--- src/hdl/dct_pkg.sv ---
package dct_pkg;

  // ~~~~~~~~~~~~~~~~~~~~~~~~~~~~~~~~~~~~~~~~~~~~~~~~~~~~~~~~~~~~~~~~~~~~~~~~~~~~
  // Block geometry.
  // ~~~~~~~~~~~~~~~~~~~~~~~~~~~~~~~~~~~~~~~~~~~~~~~~~~~~~~~~~~~~~~~~~~~~~~~~~~~~
  localparam int BLK_DIM  = 8;
  localparam int NUM_COEF = BLK_DIM * BLK_DIM;
  localparam int POS_W    = 3;

  // ~~~~~~~~~~~~~~~~~~~~~~~~~~~~~~~~~~~~~~~~~~~~~~~~~~~~~~~~~~~~~~~~~~~~~~~~~~~~
  // Datapath widths.
  // ~~~~~~~~~~~~~~~~~~~~~~~~~~~~~~~~~~~~~~~~~~~~~~~~~~~~~~~~~~~~~~~~~~~~~~~~~~~~
  localparam int PIX_W   = 8;
  localparam int COS_W   = 12;   // Holds +/-1024.
  localparam int PHASE_W = 5;    // 32 steps of pi/16.
  localparam int ACC_W   = 36;
  localparam int COEF_W  = 16;

  localparam int SCALE_SHIFT = 30;  // Two 2^10 cosines plus alpha scale.

  // Normalisation, 1/sqrt(2) terms scaled by 256.
  localparam logic [10:0] ALPHA_DC   = 11'd128;
  localparam logic [10:0] ALPHA_EDGE = 11'd181;
  localparam logic [10:0] ALPHA_AC   = 11'd256;

  // ~~~~~~~~~~~~~~~~~~~~~~~~~~~~~~~~~~~~~~~~~~~~~~~~~~~~~~~~~~~~~~~~~~~~~~~~~~~~
  // Types.
  // ~~~~~~~~~~~~~~~~~~~~~~~~~~~~~~~~~~~~~~~~~~~~~~~~~~~~~~~~~~~~~~~~~~~~~~~~~~~~
  typedef logic        [POS_W-1:0]   pos_t;
  typedef logic signed [PIX_W-1:0]   pixel_t;
  typedef logic signed [COS_W-1:0]   cos_t;
  typedef logic        [PHASE_W-1:0] phase_t;
  typedef logic signed [COEF_W-1:0]  coef_t;

  // One input sample tagged with its raster position.
  typedef struct packed {
    pos_t   x;
    pos_t   y;
    pixel_t pixel;
  } sample_t;

  // All coefficients of a block, index v*8+u.
  typedef coef_t [NUM_COEF-1:0] coef_vec_t;

endpackage

--- src/hdl/dct_sequencer.sv ---
`timescale 1ns/100ps

module dct_sequencer (
  input  logic              s00_axis_aclk,
  input  logic              rst_in,

  input  logic              s00_axis_tvalid,
  output logic              s00_axis_tready,
  input  dct_pkg::pixel_t   s00_axis_tdata,
  input  logic              s00_axis_tlast,

  output dct_pkg::sample_t  sample,
  output logic              sample_en,
  output logic              capture,

  input  logic              drain_busy
);

  import dct_pkg::*;

  localparam pos_t LAST_POS = pos_t'(BLK_DIM - 1);

  typedef enum logic [1:0] {
    S_ACCEPT,
    S_WAIT_DRAIN,
    S_CAPTURE
  } seq_state_t;

  seq_state_t state;
  seq_state_t state_n;

  pos_t x_pos;
  pos_t y_pos;
  logic handshake;
  logic block_end;

  assign handshake = s00_axis_tvalid && s00_axis_tready;
  assign block_end = handshake && (x_pos == LAST_POS) && (y_pos == LAST_POS);

  assign sample    = '{x: x_pos, y: y_pos, pixel: s00_axis_tdata};
  assign sample_en = handshake;
  assign capture   = (state == S_CAPTURE);

  // ~~~~~~~~~~~~~~~~~~~~~~~~~~~~~~~~~~~~~~~~~~~~~~~~~~~~~~~~~~~~~~~~~~~~~~~~~~~~
  // Block FSM.
  // ~~~~~~~~~~~~~~~~~~~~~~~~~~~~~~~~~~~~~~~~~~~~~~~~~~~~~~~~~~~~~~~~~~~~~~~~~~~~
  always_comb begin
    state_n = state;
    case (state)
      S_ACCEPT: begin
        if (block_end) begin
          // Coefficient registers still in use by the drain.
          state_n = drain_busy ? S_WAIT_DRAIN : S_CAPTURE;
        end
      end
      S_WAIT_DRAIN: begin
        if (!drain_busy) begin
          state_n = S_CAPTURE;
        end
      end
      S_CAPTURE: state_n = S_ACCEPT;
      default:   state_n = S_ACCEPT;
    endcase
  end

  always_ff @(posedge s00_axis_aclk) begin
    if (rst_in) begin
      state           <= S_ACCEPT;
      s00_axis_tready <= 1'b0;
    end else begin
      state           <= state_n;
      s00_axis_tready <= (state_n == S_ACCEPT);  // Closed until sums are captured.
    end
  end

  // Raster position, x fastest.
  always_ff @(posedge s00_axis_aclk) begin
    if (rst_in) begin
      x_pos <= '0;
      y_pos <= '0;
    end else if (handshake) begin
      x_pos <= x_pos + 1'b1;
      if (x_pos == LAST_POS) begin
        y_pos <= y_pos + 1'b1;
      end
    end
  end

  // ~~~~~~~~~~~~~~~~~~~~~~~~~~~~~~~~~~~~~~~~~~~~~~~~~~~~~~~~~~~~~~~~~~~~~~~~~~~~
  // Checks.
  // ~~~~~~~~~~~~~~~~~~~~~~~~~~~~~~~~~~~~~~~~~~~~~~~~~~~~~~~~~~~~~~~~~~~~~~~~~~~~
  a_tlast_on_last: assert property (@(posedge s00_axis_aclk) disable iff (rst_in)
    handshake |-> (s00_axis_tlast == ((x_pos == LAST_POS) && (y_pos == LAST_POS))));

  a_capture_idle: assert property (@(posedge s00_axis_aclk) disable iff (rst_in)
    capture |-> !drain_busy);

endmodule

--- config.mk ---
export PLATFORM = sky130hd
export DESIGN_NAME = dct_sequencer
export DESIGN_NICKNAME = d
export VERILOG_FILES = /design/src/hdl/dct_pkg.sv /design/src/hdl/dct_sequencer.sv
export SDC_FILE = /design/constraint.sdc
export NUM_CORES = 1
export LEC_CHECK = 0
export ABC_AREA = 1
export ABC_CLOCK_PERIOD_IN_PS = 1200
export BUFFER_PORTS_ARGS = -buffer_cell sky130_fd_sc_hd__buf_2
export CAP_MARGIN = 20
export CORE_AREA = 2 2 39 41
export CTS_BUF_LIST = sky130_fd_sc_hd__clkbuf_4
export CTS_CLUSTER_SIZE = 28
export DETAILED_ROUTE_END_ITERATION = 12
export DIE_AREA = 0 0 41 43
export PLACE_DENSITY_LB_ADDON = 0.08
export RECOVER_POWER = 25
export SYNTH_ARGS = -nofsm -noshare
export SYNTH_HDL_FRONTEND = slang
export SYNTH_SLANG_ARGS = --single-unit
--- constraint.sdc ---
create_clock -name s00_axis_aclk -period 1.2 [get_ports s00_axis_aclk]
set_input_delay 0.12 -clock s00_axis_aclk [delete_from_list [all_inputs] [get_ports s00_axis_aclk]]
set_output_delay 0.12 -clock s00_axis_aclk [all_outputs]
set_load 0.05 [all_outputs]
Yosys cells after proc, flatten, opt, wreduce, memory -nomap -nowiden
Cells that the tools add are included.
W data, S select, Z words.
{"block": "word_totals", "regBits": 9, "out_inout_bits": 17, "in_bits": 13}
{"block": "classes", "eq_ne": 4, "muxes": 4, "reduce_logical": 6, "add_sub_neg": 2}
{"cell": "$add A3 B1 Y3 const B", "count": 2}
{"cell": "$eq A3 B3 Y1 const B", "count": 2}
{"cell": "$mux W2", "count": 3}
{"cell": "$logic_not A2 Y1", "count": 2}
{"cell": "$pmux W2 S2", "count": 1}
{"cell": "$logic_and A1 B1 Y1", "count": 3}
{"cell": "$eq A2 B1 Y1 const B", "count": 1}
{"cell": "$eq A2 B2 Y1 const B", "count": 1}
{"cell": "$reduce_and A2 Y1", "count": 1}

Logic depth before layout (Yosys ltp)
Gate-level depths: netlist of run 1.
{"block": "logic_depth", "depth_word": 6, "mapped_depth": 7, "depth_no_buf": 7}

Worst setup path before layout of run 1
Ideal clock, no wire load.
{"block": "synth_path", "path_type": "flip-flop to flip-flop", "startpoint": "register x_pos[0]", "endpoint": "register y_pos[2]", "stages_incl_launch_ff": 8, "setup_slack_ns": -0.297, "required_time_ns": 1.084, "t_arrival_ns": 1.381, "synth_period_minus_slack_ns": 1.497, "path_buffers": 0, "setup_time_ns": 0.116, "cell_sequence": "dfxtp_1 > ha_1 > ha_1 > inv_1 > nor2_4 > inv_1 > nor2_1 > nor2_1"}
{"block": "synth_via", "elab_chain_cells": 2}
{"element": "start: declaration", "line": "dct_sequencer.sv:32", "source": "pos_t x_pos;"}
{"element": "start signal: assignment", "line": "dct_sequencer.sv:82", "source": "x_pos <= x_pos + 1'b1;"}
{"element": "$eq A3 B3 Y1", "line": "dct_sequencer.sv:83", "source": "if (x_pos == LAST_POS) begin"}
{"element": "$reduce_and A2 Y1 (no source line)"}
{"element": "end signal: assignment", "line": "dct_sequencer.sv:84", "source": "y_pos <= y_pos + 1'b1;"}
{"element": "end: declaration", "line": "dct_sequencer.sv:33", "source": "pos_t y_pos;"}
Every way passes these cells.
A chain may end at the register's enable or synchronous reset.

Final worst setup path of run 1
Same ends and word-level chain as after synthesis.

==> reports/results.txt, run 1 <==
Tmin final - 1120 ps
post-synthesis instance area - 453 sq um
syn nets - 73
crit start category - flip-flop
Reg clk slew, reported paths - 70 ps
GPL Wtd Cong - 0.679
routed wire length - 792 um
# H-tree levels - 1
Synth area leaders - dfxtp_1, buf_4, ha_1, nor2_1, inv_1
Hold-fix buffers, CTS - 0
R2R depth - 7
die area - 1760 sq um
area grow syn2layout - 21.5%
Crit Path Category - reg2reg
WHS Path Cells - 2
Rel. slew slack - 83.7%
Die Wd - 41 um
ANT cells - 0
Final HPWL DP - 593 um
Total Routing Usage GR - 11.1%
worst hold path class - in2reg
Yosys reg bits - 9
via-per-instance ratio - 4.27
Final Slew Violations - 0
core area - 1380 sq um
Setup Skew - 6.35 ps
Commonest cells post-synth - nor2_1, dfxtp_1, buf_4
clock sink total - 9
Antenna Nets Post-Route - 0
Site Rows - 14
initial antenna violation count - 0
Synth cell types - 14
clock latency on the worst-skew pair - 260 ps
post-route insts no fill - 81
Tcrit/Tclk final - 93.7%
first-pass GRT wire length - 1260 um
share of layout cells above drive strength 1 - 50.8%
vias in the first global route - 312
post-synth top area share - 39.8%
max cap viols - 0
Arr. time, crit path - 1270 ps
NumNets Final - 83
CTS tree - done
P_leak - 0.270 nW
Max Clk Rate - 0.889 GHz
port bufs - 12
GR Overflow Total - 0
worst vdd ir - 0.458 mV
unrepaired setup endpoints after global routing - false
num ports - 30
endpoints failing setup - 0
utilization after layout - 39.8%
power consumption - 0.000674 W
Pre-Repair DR Iteration Count - 3
most common cell in the netlist - nor2_1
Die Span Y - 43 um
# placed instances - 77
Cell Pwr Density - 1220 nW/um^2
drt first-iter violations - 3
status - finished, final reports clean
clk root buf - clkbuf_4
Cells after Synth - 56
Seq/Total Area, Yosys - 39.8%
vias - 346
leading area contributor after synthesis - dfxtp_1
wire length per cell after detailed routing - 9.78 um
initial core utilization - 32.7%
ys flop type - dfxtp_1
required time worst endpoint - 1350 ps
Post-synth EDFFs - 0
Crit Path Max Fanout - 4
setup TNS - 0 ps
Hold Violations, Final - 0
actual slew at the worst max-slew pin - 247 ps
synthesized area per cell - 8.09 sq um
number of remaining DRC errors - 0
clk buf depth - 2
share of synthesized registers carrying an async set or reset - 0%
Worst setup EP type - flip-flop
CTS buffer count - 3
largest net degree at the start of global routing - 6
yosys warns - 0
-- critical path, cell delays in order (launching register included) --
cell and delay (ps):
dfxtp_4 360, ha_4 120, ha_2 170, inv_2 40, nor2_4 130, inv_2 60, nor2_1 80, nor2_1 50
-- sequential cells by signal, summed over array words and instances, names as in the netlist --
register / count
y_pos: 3
s00_axis_tready: 1
state: 2
x_pos: 3
-- power breakdown --
part,switching [W],total (W),internal [W]
sequential,0.00000960,0.000318,0.000308
combinational,0.0000655,0.0000937,0.0000282
clock,0.000112,0.000263,0.000151
total,0.000187,0.000674,0.000487
-- layer usage --
| layer | wire length [um] | GRT usage [%] | up-vias |
|---|---|---|---|
| li1 | - | - | 184 |
| met4 | 12 | 12.0 | 0 |
| met1 | 376 | 14.2 | 150 |
| met5 | 0 | 0 | - |
| met2 | 330 | 13.1 | 8 |
| met3 | 72 | 3.14 | 4 |
-- kinds of logic (layout without fill, tap and decap cells) --
logic type | Yosys count | count (layout) | synth area share [%]
buffers and inverters | 15 | 24 | 19.1
XOR/XNOR | 1 | 1 | 1.93
AO/OA/AOI/OAI | 6 | 6 | 7.46
flip-flops | 9 | 9 | 39.8
AND/OR/NAND/NOR | 21 | 21 | 20.7
adder cells (fa/ha/maj) | 4 | 4 | 11.1
-- final timing paths --
kind         slack [ps]     start               to
max reg2reg          80  x_pos[0]         y_pos[2]
max                  80  x_pos[0]         y_pos[2]
min                  60    rst_in         y_pos[0]
min reg2reg         470  state[1]  s00_axis_tready
-- placed cells by master (no fill, tap or decap) --
cell type and instances:
inv_1 4, ha_1 2, xor2_1 1, inv_2 2, nor2_4 1, ha_2 1, ha_4 1, nand4_1 1
dfxtp_4 2, clkinvlp_4 1, o21ai_0 4, or2_2 1, nand2_4 1, dfxtp_1 2, buf_4 2, buf_2 11
nor2_1 12, a21oi_2 1, a21oi_1 1, clkbuf_4 4, nand2_1 5, dfxtp_2 5
-- repair_timing --
action,CTS,global route
pin swaps,0,0
endpoints found under the setup margin,1,2
hold endpoints to repair,0,0
gates resized for setup,1,2
buffers inserted,0,0
-- cell type report --
class | instances | area (sq um)
inverter | 7 | 30.0
timing repair buffer | 13 | 70.1
clock buffer | 4 | 30.0
tap | 16 | 20.0
fill | 156 | 833
multi-input combinational | 32 | 206
sequential | 9 | 194
-- per-stage QoR --
step	worst slack (ps)	hold WS [ps]	area, sq um
detailed placement	73.9	240	513
global route	19.2	68.8	551
floorplan	1.10	175	485
finish	75.3	63.8	551
global placement	57.4	240	513
CTS	1.75	56.9	546
Power figures use the tool's default switching activity.
==> run 2, diff against run 1 <==
ABC_CLOCK_PERIOD_IN_PS = 1400   (was 1200)
clock period = 1.4 ns   (was 1.2 ns; I/O delays follow)
==> run 2 against run 1 <==
Against the previous run: sequential share of layout area is 0.64 points higher; non-clock buffer count shrank 1; clock skew shrank 4.3 ps; critical path depth fell by 4; global-route usage is 1.2 points lower; register-to-register slack better by 120 ps.
==> reports/results.txt, run 2 (synthesis gave the netlist of run 1 again) <==
Hold Violations, Final - 0 (unchanged)
GR Overflow Total - 0 (unchanged)
Hold-fix buffers, CTS - 0 (unchanged)
unrepaired setup endpoints after global routing - false (unchanged)
via-per-instance ratio - 4.04 (was 4.27)
core area - 1380 sq um (unchanged)
Site Rows - 14 (unchanged)
first-pass GRT wire length - 1160 um (was 1260 um)
utilization after layout - 36.8% (was 39.8%)
dpl cell area - 479 sq um (was 513 sq um)
area grow syn2layout - 12.4% (was 21.5%)
clock latency on the worst-skew pair - 250 ps (was 260 ps)
CTS buffer count - 3 (unchanged)
endpoints failing setup - 0 (unchanged)
Setup Skew - 2.06 ps (was 6.35 ps)
Rel. slew slack - 83.6% (was 83.7%)
most frequent cells in the layout - nor2_1, buf_2, dfxtp_1 (was nor2_1, buf_2, nand2_1, dfxtp_2)
status - finished, final reports clean (unchanged)
num ports - 30 (unchanged)
# placed instances - 76 (was 77)
GPL Wtd Cong - 0.650 (was 0.679)
Arr. time, crit path - 1100 ps (was 1270 ps)
clock sink total - 9 (unchanged)
routed wire length - 745 um (was 792 um)
initial antenna violation count - 0 (unchanged)
setup TNS - 0 ps (unchanged)
share of layout cells above drive strength 1 - 35.9% (was 50.8%)
Die Wd - 41 um (unchanged)
Antenna Nets Post-Route - 0 (unchanged)
max cap viols - 0 (unchanged)
worst hold path class - in2reg (unchanged)
drt first-iter violations - 5 (was 3)
number of remaining DRC errors - 0 (unchanged)
Final Slew Violations - 0 (unchanged)
initial core utilization - 32.7% (unchanged)
clk root buf - clkbuf_4 (unchanged)
port bufs - 12 (unchanged)
setup repair bufs after CTS - 0 (unchanged)
# H-tree levels - 1 (unchanged)
final worst setup slack - 163 ps (was 75.3 ps)
required time worst endpoint - 1260 ps (was 1350 ps)
Max Clk Rate - 0.808 GHz
Final Instance Area - 509 sq um (was 551 sq um)
Die Span Y - 43 um (unchanged)
Tmin final - 1240 ps
Worst setup EP type - output port (was flip-flop)
vias in the first global route - 286 (was 312)
ANT cells - 0 (unchanged)
Total Routing Usage GR - 9.85% (was 11.1%)
Cell Pwr Density - 1100 nW/um^2 (was 1220 nW/um^2)
Final HPWL DP - 610 um (was 593 um)
vias - 323 (was 346)
actual slew at the worst max-slew pin - 248 ps (was 247 ps)
worst vdd ir - 0.395 mV (was 0.458 mV)
crit start category - flip-flop (unchanged)
largest net degree at the start of global routing - 6 (unchanged)
wire length per cell after detailed routing - 9.31 um (was 9.78 um)
Crit Path Max Fanout - 5 (was 4)
Tcrit/Tclk final - 88.3%
post-route insts no fill - 80 (was 81)
NumNets Final - 82 (was 83)
die area - 1760 sq um (unchanged)
post-CTS sizing - 0 (was 1)
Pre-Repair DR Iteration Count - 3 (unchanged)
Crit Path Category - reg2out (was reg2reg)
P_leak - 0.261 nW (was 0.270 nW)
CTS tree - done (unchanged)
clk buf depth - 2 (unchanged)
biggest regs - x_pos: 3 flops, y_pos: 3 flops, state: 2 flops (unchanged)
Reg clk slew, reported paths - 60 ps (was 70 ps)
pre-CTS setup slack - 224 ps (was 73.9 ps)
## run 2: cell count changes in the layout (fill, tap and decap cells not counted)
cell / before / now
nand2_4: 1 / 0
nand2_2: 0 / 1
dfxtp_2: 5 / 2
ha_1: 2 / 4
inv_1: 4 / 6
ha_4: 1 / 0
dfxtp_4: 2 / 0
dfxtp_1: 2 / 7
buf_4: 2 / 0
inv_2: 2 / 0
ha_2: 1 / 0
buf_2: 11 / 12
## run 2: critical path, stage by stage, from the launching register on
cell,delay (ps)
dfxtp_1,360
nand2_2,130
clkinvlp_4,100
buf_2,250
## run 2: per-stage QoR
stage                     total power (W)  hold WS [ps]
final                            0.000560           109
after CTS                        0.000572           105
after detailed placement         0.000351           280
after floorplan                  0.000392           202
after global routing             0.000592           109
after global placement           0.000350           280
## run 2: routing by layer
metal	up-vias	wire length, um	global-route usage (%)
met5	-	0	0
met4	0	0	4.67
met3	0	81	5.24
met2	12	323	13.1
met1	130	340	12.6
li1	181	-	-
## run 2: final timing paths
check	startpoint	end	slack, ps	depth (start not counted)
setup reg to reg	x_pos[0]	y_pos[0]	200	7
setup / recovery	s00_axis_tready	sample_en	160	3
hold reg to reg	state[1]	s00_axis_tready	480	2
hold / removal	rst_in	y_pos[0]	110	2
## run 2: power breakdown
part           switching (W)   total, W  internal [W]  leakage, nW
registers         0.00000627   0.000271      0.000265       0.0741
logic              0.0000531  0.0000719     0.0000188        0.169
clock network      0.0000877   0.000217      0.000129       0.0184
total               0.000147   0.000560      0.000413        0.261
## run 2: cell type report
type | count | area (sq um)
clock buffer | 4 | 30.0
fill | 158 | 875
inverter | 7 | 30.0
multi-input combinational | 32 | 186
sequential | 9 | 183
tap | 16 | 20.0
timing repair buffer | 12 | 60.1
==> run 3, diff against run 2 <==
ABC_CLOCK_PERIOD_IN_PS = 1100   (was 1400)
clock period = 1.1 ns   (was 1.4 ns; I/O delays follow)
==> run 3 against run 2 <==
Against the previous run: critical path depth up 4; sequential share of layout area down 2.2 points; clock power up 29%; total power up 31%; cell count up 2.5%; sequential power up 27%; critical endpoint is now y_pos[2]; worst setup slack worse by 140 ps; register-to-register slack worse by 180 ps; combinational power up 57%; worst hold slack worse by 47 ps; die area unchanged; largest cell class unchanged.
==> reports/results.txt, run 3 (synthesis gave the netlist of run 1 again) <==
endpoints failing setup - 0 (unchanged)
die area - 1760 sq um (unchanged)
unrepaired setup endpoints after global routing - true (was false)
ANT cells - 0 (unchanged)
CP delay by family, top - flip-flops (unchanged)
wire length per cell after detailed routing - 10.4 um (was 9.31 um)
vias - 351 (was 323)
worst hold path class - in2reg (unchanged)
Tcrit/Tclk final - 98.2%
clock latency on the worst-skew pair - 260 ps (was 250 ps)
GPL Wtd Cong - 0.630 (was 0.650)
Max Clk Rate - 0.926 GHz
Final HPWL DP - 648 um (was 610 um)
Die Span Y - 43 um (unchanged)
initial core utilization - 32.7% (unchanged)
Crit Path Category - reg2reg (was reg2out)
actual slew at the worst max-slew pin - 249 ps (was 248 ps)
Final Slew Violations - 0 (unchanged)
Clock Power Share - 38.1% (was 38.7%)
area grow syn2layout - 32.0% (was 12.4%)
CP max stage cell - dfxtp_4 (was dfxtp_1)
via-per-instance ratio - 4.28 (was 4.04)
largest net degree at the start of global routing - 6 (unchanged)
critical path buffer and inverter count - 2 (unchanged)
NumNets Final - 84 (was 82)
first-pass GRT wire length - 1250 um (was 1160 um)
Rel. slew slack - 83.5% (was 83.6%)
status - finished, final reports clean (unchanged)
Hold Violations, Final - 0 (unchanged)
Crit Path Max Fanout - 4 (was 5)
initial antenna violation count - 0 (unchanged)
number of remaining DRC errors - 0 (unchanged)
routed wire length - 856 um (was 745 um)
drt first-iter violations - 3 (was 5)
Pre-Repair DR Iteration Count - 2 (was 3)
most frequent cells in the layout - nor2_1, buf_2, nand2_1, clkbuf_4, dfxtp_4 (was nor2_1, buf_2, dfxtp_1)
Comb power frac - 15.3% (was 12.8%)
Flop pwr share - 46.6% (was 48.5%)
core area - 1380 sq um (unchanged)
max cap viols - 0 (unchanged)
Cell Pwr Density - 1230 nW/um^2 (was 1100 nW/um^2)
vias in the first global route - 284 (was 286)
worst vdd ir - 0.722 mV (was 0.395 mV)
clk buf depth - 2 (unchanged)
Arr. time, crit path - 1230 ps (was 1100 ps)
Net Sw Frac - 27.6% (was 26.3%)
utilization after layout - 43.2% (was 36.8%)
num ports - 30 (unchanged)
# H-tree levels - 1 (unchanged)
biggest regs - x_pos: 3 flops, y_pos: 3 flops, state: 2 flops (unchanged)
CP peak stage delay - 360 ps (about the same)
P_sw - 0.000203 W (was 0.000147 W)
dpl cell area - 538 sq um (was 479 sq um)
final worst setup slack - 20.2 ps (was 163 ps)
critical-path cell list - ha_4 -> ha_4 -> inv_2 -> nor2_4 -> inv_2 -> nor2_1 -> nor2_1 (was nand2_2 -> clkinvlp_4 -> buf_2)
CTS buffer count - 3 (unchanged)
Reg clk slew, reported paths - 60 ps (about the same)
CTS tree - done (unchanged)
Antenna Nets Post-Route - 0 (unchanged)
pre-CTS setup slack - 14.6 ps (was 224 ps)
Tmin final - 1080 ps
crit start category - flip-flop (unchanged)
share of layout cells above drive strength 1 - 54.5% (was 35.9%)
GR Overflow Total - 0 (unchanged)
clock sink total - 9 (unchanged)
clk root buf - clkbuf_4 (unchanged)
commonest non-fill, non-tap cell in the layout - nor2_1
Setup Skew - 2.34 ps (was 2.06 ps)
P_leak - 0.269 nW (was 0.261 nW)
Worst setup EP type - flip-flop (was output port)
required time worst endpoint - 1250 ps (was 1260 ps)
port bufs - 12 (unchanged)
internal power - 0.000533 W (was 0.000413 W)
Final Instance Area - 598 sq um (was 509 sq um)
Die Wd - 41 um (unchanged)
Total Routing Usage GR - 11.1% (was 9.85%)
setup TNS - 0 ps (unchanged)
worst hold slack - 62.3 ps (was 109 ps)
Site Rows - 14 (unchanged)
Hold-fix buffers, CTS - 0 (unchanged)
==> run 3: cell count changes in the layout (fill, tap and decap cells not counted), moves of 2 or more <==
cell	change
dfxtp_1	-5
dfxtp_4	+5
ha_1	-4
buf_2	-3
buf_4	+3
ha_2	+2
ha_4	+2
inv_1	-2
inv_2	+2
==> run 3: cell type report <==
type | instances | area, sq um
tap | 16 | 20.0
timing repair buffer | 14 | 86.3
multi-input combinational | 32 | 230
inverter | 7 | 30.0
sequential | 9 | 201
fill | 150 | 786
clock buffer | 4 | 30.0
==> run 3: power groups by stage <==
| stage | logic [W] | registers (W) | clock network (W) |
|---|---|---|---|
| 6_report | 0.000113 | 0.000343 | 0.000281 |
| 5_1_grt | 0.000121 | 0.000345 | 0.000321 |
| 4_1_cts | 0.000110 | 0.000342 | 0.000296 |
| 3_5_place_dp | 0.000104 | 0.000349 | 0 |
| 3_3_place_gp | 0.000104 | 0.000349 | 0 |
| 2_1_floorplan | 0.000114 | 0.000386 | 0 |
==> run 3: final timing paths <==
path	start	end	slack, ps	cells after the start
worst max-delay path	x_pos[1]	y_pos[2]	20	7
worst min-delay path	rst_in	y_pos[0]	60	2
worst max register to register	x_pos[1]	y_pos[2]	20	7
worst min register to register	state[1]	s00_axis_tready	470	2
==> run 3: repair_timing <==
item | in CTS | in global routing
gates resized for setup | 2 | 6
setup buffers | 1 | 0
pin swaps | 0 | 2
setup endpoints to repair | 1 | 9
==> run 3: through the flow <==
stage / std cells / power, W
6_report: 82 / 0.000736
5_1_grt: 82 / 0.000786
4_1_cts: 82 / 0.000747
3_5_place_dp: 77 / 0.000453
3_3_place_gp: 77 / 0.000453
2_1_floorplan: 56 / 0.000500
==> run 3: routing by layer <==
| metal | share of wire (%) | track usage, % |
|---|---|---|
| met5 | 0 | 0 |
| met2 | 41 | 14.1 |
| met1 | 48 | 14.5 |
| met3 | 9.3 | 4.71 |
| met4 | 1.4 | 8.00 |
