File: src/hdl/dct_pkg.sv
package dct_pkg;

  // ~~~~~~~~~~~~~~~~~~~~~~~~~~~~~~~~~~~~~~~~~~~~~~~~~~~~~~~~~~~~~~~~~~~~~~~~~~~~
  // Block geometry.
  // ~~~~~~~~~~~~~~~~~~~~~~~~~~~~~~~~~~~~~~~~~~~~~~~~~~~~~~~~~~~~~~~~~~~~~~~~~~~~
  localparam int BLK_DIM  = 8;
  localparam int NUM_COEF = BLK_DIM * BLK_DIM;
  localparam int POS_W    = 3;

  // ~~~~~~~~~~~~~~~~~~~~~~~~~~~~~~~~~~~~~~~~~~~~~~~~~~~~~~~~~~~~~~~~~~~~~~~~~~~~
  // Datapath widths.
  // ~~~~~~~~~~~~~~~~~~~~~~~~~~~~~~~~~~~~~~~~~~~~~~~~~~~~~~~~~~~~~~~~~~~~~~~~~~~~
  localparam int PIX_W   = 8;
  localparam int COS_W   = 12;   // Holds +/-1024.
  localparam int PHASE_W = 5;    // 32 steps of pi/16.
  localparam int ACC_W   = 36;
  localparam int COEF_W  = 16;

  localparam int SCALE_SHIFT = 30;  // Two 2^10 cosines plus alpha scale.

  // Normalisation, 1/sqrt(2) terms scaled by 256.
  localparam logic [10:0] ALPHA_DC   = 11'd128;
  localparam logic [10:0] ALPHA_EDGE = 11'd181;
  localparam logic [10:0] ALPHA_AC   = 11'd256;

  // ~~~~~~~~~~~~~~~~~~~~~~~~~~~~~~~~~~~~~~~~~~~~~~~~~~~~~~~~~~~~~~~~~~~~~~~~~~~~
  // Types.
  // ~~~~~~~~~~~~~~~~~~~~~~~~~~~~~~~~~~~~~~~~~~~~~~~~~~~~~~~~~~~~~~~~~~~~~~~~~~~~
  typedef logic        [POS_W-1:0]   pos_t;
  typedef logic signed [PIX_W-1:0]   pixel_t;
  typedef logic signed [COS_W-1:0]   cos_t;
  typedef logic        [PHASE_W-1:0] phase_t;
  typedef logic signed [COEF_W-1:0]  coef_t;

  // One input sample tagged with its raster position.
  typedef struct packed {
    pos_t   x;
    pos_t   y;
    pixel_t pixel;
  } sample_t;

  // All coefficients of a block, index v*8+u.
  typedef coef_t [NUM_COEF-1:0] coef_vec_t;

endpackage

File: src/hdl/coef_drain.sv
`timescale 1ns/100ps

module coef_drain (
  input  logic               s00_axis_aclk,
  input  logic               rst_in,

  input  dct_pkg::coef_vec_t coefs,
  input  logic               capture,

  output logic               m00_axis_tvalid,
  input  logic               m00_axis_tready,
  output dct_pkg::coef_t     m00_axis_tdata,
  output logic               m00_axis_tlast,

  output logic               drain_busy
);

  import dct_pkg::*;

  localparam int IDX_W = $clog2(NUM_COEF);
  localparam logic [IDX_W-1:0] LAST_IDX = IDX_W'(NUM_COEF - 1);

  logic [IDX_W-1:0] rd_idx;
  logic             beat;

  assign beat = m00_axis_tvalid && m00_axis_tready;

  // Coefficient registers hold still while busy.
  assign m00_axis_tvalid = drain_busy;
  assign m00_axis_tdata  = coefs[rd_idx];
  assign m00_axis_tlast  = drain_busy && (rd_idx == LAST_IDX);

  always_ff @(posedge s00_axis_aclk) begin
    if (rst_in) begin
      drain_busy <= 1'b0;
      rd_idx     <= '0;
    end else if (capture) begin
      drain_busy <= 1'b1;
      rd_idx     <= '0;
    end else if (beat) begin
      rd_idx <= rd_idx + 1'b1;   // Wraps to 0 after the last.
      if (rd_idx == LAST_IDX) begin
        drain_busy <= 1'b0;
      end
    end
  end

  // ~~~~~~~~~~~~~~~~~~~~~~~~~~~~~~~~~~~~~~~~~~~~~~~~~~~~~~~~~~~~~~~~~~~~~~~~~~~~
  // Stream rule.
  // ~~~~~~~~~~~~~~~~~~~~~~~~~~~~~~~~~~~~~~~~~~~~~~~~~~~~~~~~~~~~~~~~~~~~~~~~~~~~
  a_hold_stalled: assert property (@(posedge s00_axis_aclk) disable iff (rst_in)
    (m00_axis_tvalid && !m00_axis_tready) |=>
      (m00_axis_tvalid && $stable(m00_axis_tdata)));

endmodule

File: config.mk
export PLATFORM = sky130hd
export DESIGN_NAME = coef_drain
export DESIGN_NICKNAME = d
export VERILOG_FILES = /design/src/hdl/dct_pkg.sv /design/src/hdl/coef_drain.sv
export SDC_FILE = /design/constraint.sdc
export NUM_CORES = 1
export LEC_CHECK = 0
export BUFFER_PORTS_ARGS = -buffer_cell sky130_fd_sc_hd__buf_2
export CORE_AREA = 2 2 407 409
export DETAILED_ROUTE_END_ITERATION = 12
export DIE_AREA = 0 0 409 411
export HOLD_SLACK_MARGIN = 0.15
export PLACE_DENSITY = 0.3
export SYNTH_ARGS = -nofsm -noshare
export SYNTH_HDL_FRONTEND = slang
export SYNTH_SLANG_ARGS = --single-unit
File: constraint.sdc
create_clock -name s00_axis_aclk -period 2.84 [get_ports s00_axis_aclk]
set_input_delay 0.142 -clock s00_axis_aclk [delete_from_list [all_inputs] [get_ports s00_axis_aclk]]
set_output_delay 0.142 -clock s00_axis_aclk [all_outputs]
set_load 0.005 [all_outputs]
## After elaboration in Yosys (flattened, before gate mapping)

Cells that the tools add are included.

| word-level totals | value |
|---|---|
| register bits after elaboration | 7 |
| bits of input ports | 1028 |
| output and inout port bits | 19 |
| word-level logic and storage cells | 16 |

| cells by class | value |
|---|---|
| $add $sub $neg | 1 |
| order comparisons | 1 |
| equality and inequality tests | 1 |
| multiplexer cells | 5 |
| reductions and logical operators | 6 |

Operators with widths:

| kind | number |
|---|---|
| 16-bit binary-select mux with 6-bit select | 1 |
| 16-bit two-way mux | 1 |
| 6-bit by 7-bit < comparator with 1-bit output, second input constant | 1 |
| 6-bit by 1-bit adder with 6-bit output, second input constant | 1 |
| 6-bit equality test, second input constant | 1 |
| 2-bit nonzero test | 2 |
| 1-bit two-way mux | 3 |
| 1-bit logical AND | 2 |
| 2-bit AND reduction | 1 |
| 2-bit OR reduction | 1 |

## Logic depth before layout (Yosys ltp)

Gate-level depths: netlist of run 1.

| depth | value |
|---|---|
| word-level depth | 4 |
| mapped depth | 9 |
| mapped depth without buffers | 6 |

## Worst setup path after synthesis of run 1

No wires, ideal clock.

| timing | value |
|---|---|
| kind | reg-to-output |
| from | register rd_idx[0] |
| to | output port m00_axis_tdata[3] |
| arrival | 1.824 ns |
| data required time | 2.698 ns |
| slack | 0.874 ns |
| cell stages (with the launch flop) | 9 |
| path buffers | 3 |
| path through | dfxtp_1 > buf_6 > buf_6 > buf_2 > mux4_2 > a22oi_1 > nand4_1 > nand2_1 > o31ai_1 |

| on the way | value |
|---|---|
| longest elaborated chain between the ends | 2 |

Ends and longest elaborated chain:

| item | RTL line | text |
|---|---|---|
| start, declared | coef_drain.sv:23 | `logic [IDX_W-1:0] rd_idx;` |
| start signal, assigned | coef_drain.sv:41 | `rd_idx <= rd_idx + 1'b1;` |
| 16-bit binary-select mux with 6-bit select | coef_drain.sv:30 | `assign m00_axis_tdata = coefs[rd_idx];` |
| 16-bit two-way mux (implied by the code) | coef_drain.sv:30 |  |
| end, declared | coef_drain.sv:12 | `output dct_pkg::coef_t m00_axis_tdata,` |

No other way between the ends. The select of a mux whose other input is x is not followed.

## Worst setup path after layout of run 1

| timing | value |
|---|---|
| from | register rd_idx[0] |
| to | output port m00_axis_tdata[2] |

The elaborated chain is that of the path after synthesis.

==> impl_metrics.env, run 1 <==
export IMPL_start_util_pct=5.365
export IMPL_synth_ff_type="dfxtp_1"
export IMPL_grt_usage_pct=12.68
export IMPL_drt_iter0_drc=821
export IMPL_critPathMaxStageDelay_ns=0.53
export IMPL_nets=2937
export IMPL_ir_drop_mv=0.1231
export IMPL_slowest_stage="mux4_2"
export IMPL_dp_cells=4031
export IMPL_powerDensity_nw_per_um2=111.3
export IMPL_gp_congestion=0.8887
export IMPL_die_x_um=409
export IMPL_drv_cap=0
export IMPL_synth_distinct_cells=47
export IMPL_final_antenna_net_count=0
export IMPL_grt_pass1_wl_mm=140.7
export IMPL_syn_cell_area_um2=8791
export IMPL_fp_coreArea_um2=163900
export IMPL_regArea_um2=157.7
export IMPL_layout_drive_gt1_share_pct=83.17
export IMPL_final_util_pct=11.60
export IMPL_worstPathArrival_ns=2.72
export IMPL_synth_area_leader_cell="mux4_2"
export IMPL_slew_viol_final=0
export IMPL_hold_path_class="input pin to flop"
export IMPL_synth_top_area_share_pct=49.19
export IMPL_p_leak_nw=7.505
export IMPL_cp_required_ns=2.70
export IMPL_h_tree_depth=1
export IMPL_synthCells=784
export IMPL_cts_root_buf="clkbuf_16"
export IMPL_post_route_period_util_pct=100.8
export IMPL_slew_headroom_pct=53.67
export IMPL_fp_dieArea_um2=168100
export IMPL_fillers=19050
export IMPL_synth_seq_area_share_pct=1.594
export IMPL_drc_errors=0
export IMPL_insertion_delay_ns=0.25
export IMPL_multi_input_area_um2=8666
export IMPL_viasPerCell=3.250
export IMPL_hold_viol_final=0
export IMPL_die_y_um=411
export IMPL_dr_total_vias=13366
export IMPL_ys_ff_latch=7
export IMPL_clk_pin_slew_ns=0.04
export IMPL_setup_violations_final=2
export IMPL_first_global_vias=14059
export IMPL_timing_fmax_mhz=349.5
export IMPL_hold_ws_ns=0.2517
export IMPL_ys_async_sr_fraction_pct=0
export IMPL_finalWirelength_mm=113.2
export IMPL_worst_path_max_fanout=8
export IMPL_numCtsBuffers=3
export IMPL_num_rows=149
export IMPL_dr_pass1_iters=5
export IMPL_cp_end_kind="output port"
export IMPL_timing_final_crit_period_ns=2.862
export IMPL_syn2layout_area_growth_pct=116.3
export IMPL_setup_worst_path_class="flop to output port"
export IMPL_synth_area_leaders="mux4_2 (49%), mux2i_1 (7.5%), mux2_2 (5.9%)"
export IMPL_antenna_found_initial=100
export IMPL_synth_warning_count=0
export IMPL_instances_no_fill=4113
export IMPL_grt_start_max_net_pins=42
export IMPL_rsz0062_at_grt="yes"
export IMPL_portBuffers=1046
export IMPL_syn_avg_cell_area_um2=11.21
export IMPL_synth_edff_count=0
export IMPL_dp_hpwl_mm=101.8
export IMPL_postLayoutSetupSlackWorst_ns=-0.02156
export IMPL_path_cells="buf_12 -> buf_12 -> clkbuf_16 -> buf_4 -> mux4_2 -> nand2b_4 -> a21oi_2 -> nor4_4 -> buf_4 -> o21ai_2 -> buf_2"
export IMPL_clock_path_buffers=2
export IMPL_layout_common_cells="buf_2 (1,046), mux4_2 (192), buf_4 (116)"
export IMPL_grt_ovfl_total=0
export IMPL_violations="negative setup slack"
export IMPL_ioPinCount=1047
export IMPL_worst_pin_slew_ns=0.6934
export IMPL_wire_per_inst_um=27.52
export IMPL_clock_skew_ns=0.008372
export IMPL_cts_sinks=7
export IMPL_syn_nets=1813
export IMPL_cts_tree="yes"
export IMPL_final_common_cell="buf_2"
export IMPL_cp_start_kind="flop"
export IMPL_outcome="finished with violations"
-- sequential cells by signal, indices dropped and copies added, names as in the netlist --
name        cells
drain_busy      1
rd_idx          6
-- cell usage after synthesis (10+ instances only) --
library cell	number
nand2_1	56
buf_2	34
o221ai_1	21
mux2i_1	66
a21oi_1	24
a221o_1	10
clkbuf_1	35
a22oi_1	35
nand3_1	25
o21ai_0	23
a22o_1	27
mux4_2	192
nand2b_1	11
o22ai_1	20
buf_1	12
buf_6	15
mux2_2	46
-- worst max-delay path: cells and delay by family, from the launching register on --
family | cells | cell delay (ns)
buf+inv | 6 | 0.91
mux | 1 | 0.53
simple gates | 2 | 0.47
compound gates | 2 | 0.15
flops | 1 | 0.39
-- worst paths after layout --
kind / start / end / slack (ns) / depth (start not counted)
worst max-delay path: rd_idx[0] / m00_axis_tdata[2] / -0.02 / 11
worst min register to register: drain_busy / rd_idx[1] / 0.70 / 2
worst min-delay path: capture / rd_idx[4] / 0.25 / 3
worst max register to register: rd_idx[0] / drain_busy / 0.51 / 10
-- timing repair --
| action | 4_1_cts | 5_1_grt |
|---|---|---|
| pin swaps | 20 | 19 |
| gates resized for setup | 119 | 63 |
| setup endpoints to repair | 14 | 16 |
| cloned | 4 | 4 |
| endpoints found under the hold margin | 1 | 0 |
| setup buffers | 18 | 35 |
| hold buffers | 2 | 0 |
-- stage by stage --
step	cell area (um^2)	TNS (ns)	total power [W]	worst slack, ns
finish	19010	-0.02285	0.002116	-0.02156
detailed placement	17400	-3.555	0.001760	-0.8707
global placement	17400	-4.179	0.001768	-0.9273
global route	18990	-1.076	0.002251	-0.1553
CTS	18300	-1.235	0.002111	-0.1550
floorplan	8791	0	0.0006374	0.8744
-- report_power, final --
part	internal, W	total [W]	switching, W
logic	0.00101	0.00176	0.000753
clock network	0.000186	0.000254	0.0000681
registers	0.0000967	0.000100	0.00000337
-- routing by layer --
metal | vias up | share of wire [%] | global-route usage (%)
met5 | - | 0.42 | 0
met4 | 72 | 1.2 | 1.781
met3 | 152 | 7.7 | 3.280
met2 | 725 | 51 | 22.55
met1 | 6692 | 40 | 15.58
li1 | 5725 | - | -
-- area by class of cell --
class                           count  area share, %
Antenna cell                       17         0.2238
Clock buffer                        3         0.3949
Clock inverter                      1        0.02633
Inverter                            2        0.07898
Multi-Input combinational cell    667          45.58
Sequential cell                     7         0.8293
Tap cell                         2189          14.41
Timing Repair Buffer             1227          38.46
-- logic make-up (layout without fill, tap and decap cells) --
family	Yosys count	count (layout)	synth area share [%]
mux	312	312	64.99
compound gates	204	204	17.14
simple gates	146	146	8.341
buf+inv	110	1233	7.401
flops	7	7	1.594
xor+xnor	4	4	0.3986
fa+ha+maj	1	1	0.1423
other cells	0	17	0
(Power assumes the default switching activity.)
==> inputs of run 2 (changes only) <==
Settings changed: GPL_TIMING_DRIVEN set to 0, SKIP_LAST_GASP set to 1.
==> run 2 against run 1 <==
  * The flow still finishes with violations (negative setup slack)
  * Setup slack got worse by 0.27 ns
  * Utilization about the same
  * Die area unchanged
  * Maximum frequency decreased by 8.6%
  * Critical endpoint is now m00_axis_tdata[6]
  * Clock power decreased by 4%
  * Via count increased by 2.4%
  * Non-clock buffer count decreased by 6
  * Critical path type unchanged
  * Sequential cell count unchanged
  * Register-to-register slack improved by 0.30 ns
  * Worst hold slack got worse by 0.086 ns
==> impl_metrics.env, run 2 (synthesized netlist as in run 1, its figures left out) <==
export IMPL_routed_top_layer="met5"
export IMPL_layout_drive_gt1_share_pct=82.27
export IMPL_post_route_period_util_pct=110.3
export IMPL_fp_coreArea_um2=163900
export IMPL_first_global_vias=14283
export IMPL_finalWirelength_mm=133.2
export IMPL_worstPathArrival_ns=2.99
export IMPL_setup_worst_path_class="flop to output port"
export IMPL_start_util_pct=5.365
export IMPL_regMostFlops="rd_idx"
export IMPL_p_leak_nw=7.519
export IMPL_powerDensity_nw_per_um2=111.3
export IMPL_insertion_delay_ns=0.23
export IMPL_cts_root_buf="clkbuf_16"
export IMPL_dp_hpwl_mm=120.0
export IMPL_dr_pass1_iters=6
export IMPL_final_antenna_net_count=0
export IMPL_slowest_stage="nor4_4"
export IMPL_r2r_end="drain_busy"
export IMPL_drt_iter0_drc=896
export IMPL_top_regs="rd_idx x6, drain_busy x1"
export IMPL_multi_input_area_um2=8596
export IMPL_num_rows=149
export IMPL_worstReg2RegStart="rd_idx[4]"
export IMPL_wl_met1_mm=52.41
export IMPL_h_tree_depth=1
export IMPL_critPathLaunch="rd_idx[1]"
export IMPL_ir_drop_mv=0.08399
export IMPL_timing_fmax_mhz=319.3
export IMPL_viasPerCell=3.329
export IMPL_regArea_um2=148.9
export IMPL_syn2layout_area_growth_pct=116.2
export IMPL_fp_dieArea_um2=168100
export IMPL_antenna_found_initial=103
export IMPL_cts_tree="yes"
export IMPL_cts_sinks=7
export IMPL_slew_headroom_pct=35.35
export IMPL_cp_endpoint="m00_axis_tdata[6]"
export IMPL_cp_required_ns=2.70
export IMPL_die_y_um=411
export IMPL_outcome="finished with violations"
export IMPL_worst_path_max_fanout=10
export IMPL_ioPinCount=1047
export IMPL_drc_errors=0
export IMPL_wl_met2_mm=69.42
export IMPL_worst_pin_slew_ns=0.9697
export IMPL_hold_ws_ns=0.1652
export IMPL_fillers=18997
export IMPL_rsz0062_at_grt="yes"
export IMPL_final_util_pct=11.60
export IMPL_cp_end_kind="output port"
export IMPL_final_common_cell="buf_2"
export IMPL_r2r_slack_ns=0.81
export IMPL_critical_path_depth=8
export IMPL_portBuffers=1046
export IMPL_critPathBufInv=3
export IMPL_dr_total_vias=13681
export IMPL_gp_congestion=0.9085
export IMPL_path_cells="bufbuf_16 -> buf_4 -> mux2_2 -> o221ai_1 -> a21oi_1 -> nor4_4 -> o21ai_1 -> buf_2"
export IMPL_grt_ovfl_total=0
export IMPL_die_x_um=409
export IMPL_grt_usage_pct=15.10
export IMPL_wire_per_inst_um=32.41
export IMPL_grt_pass1_wl_mm=162.0
export IMPL_drv_cap=0
export IMPL_layout_common_cells="buf_2 (1,052), mux4_2 (192), mux2i_1 (57)"
export IMPL_violations="negative setup slack"
export IMPL_nets=2931
export IMPL_hp_start="capture"
export IMPL_postLayoutSetupSlackWorst_ns=-0.2921
export IMPL_numCtsBuffers=3
export IMPL_setup_violations_final=5
export IMPL_path_delay_family="simple AND/OR/NAND/NOR gates"
export IMPL_clock_path_buffers=2
export IMPL_slew_viol_final=0
export IMPL_clock_skew_ns=0.0009677
export IMPL_largest_reg_flops=6
export IMPL_cp_start_kind="flop"
export IMPL_critPathMaxStageDelay_ns=0.70
export IMPL_ff2ff_path_depth=8
export IMPL_clk_pin_slew_ns=0.04
export IMPL_wl_met3_mm=9.343
export IMPL_hold_path_class="input pin to flop"
export IMPL_timing_final_crit_period_ns=3.132
export IMPL_hold_viol_final=0
export IMPL_grt_start_max_net_pins=11
-- run 2: metrics by stage --
step | total power [W] | setup WS (ns) | instance area (um^2) | std cells | TNS, ns
final | 0.002117 | -0.2921 | 19010 | 4110 | -0.6702
after detailed placement | 0.001765 | -2.075 | 16850 | 4023 | -29.32
after floorplan | 0.0006374 | 0.8744 | 8791 | 784 | 0
after global placement | 0.001758 | -2.525 | 16760 | 4019 | -33.29
after global routing | 0.002237 | -0.2492 | 18970 | 4095 | -1.794
after CTS | 0.002114 | -0.2298 | 18510 | 4064 | -1.503
-- run 2: worst min-delay path: stages --
cell     delay [ns]
buf_2          0.09
a21oi_1        0.04
nor2_1         0.08
-- run 2: what timing repair did --
item                                    in CTS  in global routing
pin swaps                                   24                 23
gates resized for setup                    285                 59
hold buffers                                 1                  0
gates cloned                                 2                  1
endpoints found under the setup margin      22                 16
hold endpoints to repair                     1                  0
buffers inserted                            39                 26
-- run 2: layer usage --
| metal | track usage [%] | vias up |
|---|---|---|
| met4 | 1.584 | 82 |
| met2 | 27.91 | 735 |
| met3 | 3.796 | 170 |
| li1 | - | 5728 |
| met5 | 0 | - |
| met1 | 17.96 | 6966 |
-- run 2: worst min-delay path by stage --
| stage | cells past startpoint | endpoint |
|---|---|---|
| 2_1_floorplan | 1 | drain_busy |
| 4_1_cts | 3 | drain_busy |
| 3_3_place_gp | 2 | drain_busy |
| 6_report | 3 | drain_busy |
| 3_5_place_dp | 2 | drain_busy |
| 5_1_grt | 3 | drain_busy |
-- run 2: area by class of cell --
| cell class | instances | area share [%] |
|---|---|---|
| Antenna cell | 20 | 0.2633 |
| Buffer | 103 | 6.687 |
| Clock buffer | 4 | 0.4147 |
| Inverter | 2 | 0.05924 |
| Multi-Input combinational cell | 667 | 45.22 |
| Sequential cell | 7 | 0.7833 |
| Tap cell | 2189 | 14.41 |
| Timing Repair Buffer | 1118 | 32.17 |
-- run 2: power breakdown --
group | total, W | internal (W) | switching [W]
Clock | 0.000244 | 0.000187 | 0.0000570
Sequential | 0.000104 | 0.0000988 | 0.00000473
Combinational | 0.00177 | 0.00100 | 0.000768
Total | 0.00212 | 0.00129 | 0.000830
==> inputs of run 3 (changes only) <==
Settings changed: CELL_PAD_IN_SITES_DETAIL_PLACEMENT set to 1, CELL_PAD_IN_SITES_GLOBAL_PLACEMENT set to 1, CORE_AREA 2 2 407 409 to 2 2 408 410, DIE_AREA 0 0 409 411 to 0 0 410 412.
==> run 3 against run 2 <==
  * The flow still finishes with violations (negative setup slack)
  * Maximum frequency up 1.6%
  * Wire length down 2.5%
  * Sequential cell count unchanged
  * Combinational power down 2%
  * Clock power about the same
  * Worst hold slack better by 0.015 ns
  * Register-to-register slack worse by 0.04 ns
  * Cell area down 2.5%
  * Largest power group unchanged
  * Via count down 2.6%
  * Setup slack better by 0.049 ns
==> impl_metrics.env, run 3 (synthesized netlist as in run 1, its figures left out) <==
export IMPL_instances_no_fill=4075
export IMPL_slew_viol_final=0
export IMPL_die_x_um=410
export IMPL_ioPinCount=1047
export IMPL_powerDensity_nw_per_um2=112.3
export IMPL_grt_usage_pct=14.56
export IMPL_p_leak_nw=7.260
export IMPL_final_common_cell="buf_2"
export IMPL_drt_iter0_drc=741
export IMPL_syn2layout_area_growth_pct=110.8
export IMPL_fp_dieArea_um2=168900
export IMPL_worst_pin_slew_ns=0.9988
export IMPL_timing_final_crit_period_ns=3.083
export IMPL_layout_drive_gt1_share_pct=81.45
export IMPL_finalWirelength_mm=129.9
export IMPL_clk_pin_slew_ns=0.04
export IMPL_drv_cap=0
export IMPL_top_regs="rd_idx x6, drain_busy x1"
export IMPL_hp_start="capture"
export IMPL_outcome="finished with violations"
export IMPL_antenna_found_initial=94
export IMPL_hold_viol_final=0
export IMPL_numCtsBuffers=3
export IMPL_gp_congestion=0.8295
export IMPL_cp_start_kind="flop"
export IMPL_cp_end_kind="output port"
export IMPL_portBuffers=1046
export IMPL_pwr_share_clk_pct=11.9
export IMPL_num_rows=149
export IMPL_insertion_delay_ns=0.23
export IMPL_dp_cells=4021
export IMPL_cp_required_ns=2.70
export IMPL_fp_coreArea_um2=164200
export IMPL_hold_path_class="input pin to flop"
export IMPL_grt_start_max_net_pins=11
export IMPL_start_util_pct=5.352
export IMPL_die_y_um=412
export IMPL_r2r_slack_ns=0.77
export IMPL_setup_worst_path_class="flop to output port"
export IMPL_cts_sinks=7
export IMPL_timing_fmax_mhz=324.3
export IMPL_cts_root_buf="clkbuf_16"
export IMPL_post_route_period_util_pct=108.6
export IMPL_regMostFlops="rd_idx"
export IMPL_critPathLaunch="rd_idx[0]"
export IMPL_final_antenna_net_count=0
export IMPL_largest_reg_flops=6
export IMPL_dp_hpwl_mm=118.0
export IMPL_clock_skew_ns=0.0007638
export IMPL_cts_tree="yes"
export IMPL_layout_common_cells="buf_2 (1,057), mux4_2 (192), mux2i_1 (59)"
export IMPL_power_internal_w=0.001264
export IMPL_worstReg2RegStart="rd_idx[1]"
export IMPL_slew_headroom_pct=33.42
export IMPL_drc_errors=0
export IMPL_postLayoutSetupSlackWorst_ns=-0.2435
export IMPL_dr_total_vias=13327
export IMPL_dr_pass1_iters=5
export IMPL_p_total_w=0.002080
export IMPL_sw_frac_of_total_pct=39.23
export IMPL_clock_path_buffers=2
export IMPL_worst_path_max_fanout=7
export IMPL_h_tree_depth=1
export IMPL_rsz0062_at_grt="yes"
export IMPL_pwr_share_comb_pct=83.1
export IMPL_switching_power_w=0.0008161
export IMPL_grt_ovfl_total=0
export IMPL_grt_pass1_wl_mm=159.4
export IMPL_violations="negative setup slack"
export IMPL_setup_violations_final=16
export IMPL_wire_per_inst_um=31.88
export IMPL_ir_drop_mv=0.09520
export IMPL_viasPerCell=3.270
export IMPL_setup_tns_ns=-1.780
export IMPL_seqPwrFrac_pct=5.0
export IMPL_worstPathArrival_ns=2.94
export IMPL_first_global_vias=14276
export IMPL_nets=2895
-- run 3: worst max-delay path: stages (launching register included) --
cell and delay (ns):
dfxtp_2 0.33, buf_6 0.14, buf_16 0.16, buf_16 0.15, buf_16 0.15, buf_6 0.14, mux4_2 0.49, a22oi_1 0.16
nand4_1 0.35, nand2_1 0.23, o31ai_1 0.15, buf_2 0.22
-- run 3: what timing repair did --
action / 4_1_cts / 5_1_grt
gates cloned: 0 / 1
setup buffers: 18 / 13
setup endpoints to repair: 21 / 16
endpoints found under the hold margin: 1 / 0
gates resized for setup: 252 / 71
hold buffers: 1 / 0
pin swaps: 19 / 18
-- run 3: final timing paths --
check | endpoint | cells past startpoint
worst max-delay path | m00_axis_tdata[3] | 11
worst min-delay path | drain_busy | 3
worst max register to register | rd_idx[5] | 10
worst min register to register | rd_idx[1] | 2
-- run 3: metrics by stage --
stage,util [%],worst slack [ns],hold slack (ns),area [um^2]
2_1_floorplan,-,0.8744,0.2144,8791
3_3_place_gp,10.21,-1.988,0.3288,16760
3_5_place_dp,10.23,-1.969,0.3309,16810
4_1_cts,11.01,-0.2335,0.1955,18080
5_1_grt,11.27,-0.3098,0.2098,18500
6_report,11.28,-0.2435,0.1803,18530
-- run 3: metal layers --
metal | vias to the layer above | GRT usage (%) | share of wire [%]
met5 | - | 0 | 0.26
li1 | 5656 | - | -
met4 | 54 | 2.320 | 1.7
met2 | 625 | 26.10 | 51
met1 | 6849 | 18.37 | 42
met3 | 143 | 2.518 | 5.3
-- run 3: power groups by stage --
| stage | clock, W | combinational, W | sequential (W) |
|---|---|---|---|
| 2_1_floorplan | 0 | 0.000534 | 0.000104 |
| 3_3_place_gp | 0 | 0.00164 | 0.000106 |
| 3_5_place_dp | 0 | 0.00165 | 0.000106 |
| 4_1_cts | 0.000250 | 0.00174 | 0.000104 |
| 5_1_grt | 0.000254 | 0.00185 | 0.000104 |
| 6_report | 0.000247 | 0.00173 | 0.000104 |
-- run 3: final cells by class --
class                   instances  area [um^2]
fillers                     19539       145700
multi-input cells             667         8620
diodes                         21        52.55
repair buffers               1081         5679
inverters                       2        7.507
well taps                    2189         2739
plain buffers                 104         1211
clock buffers                   4        78.83
flip-flops and latches          7        142.6
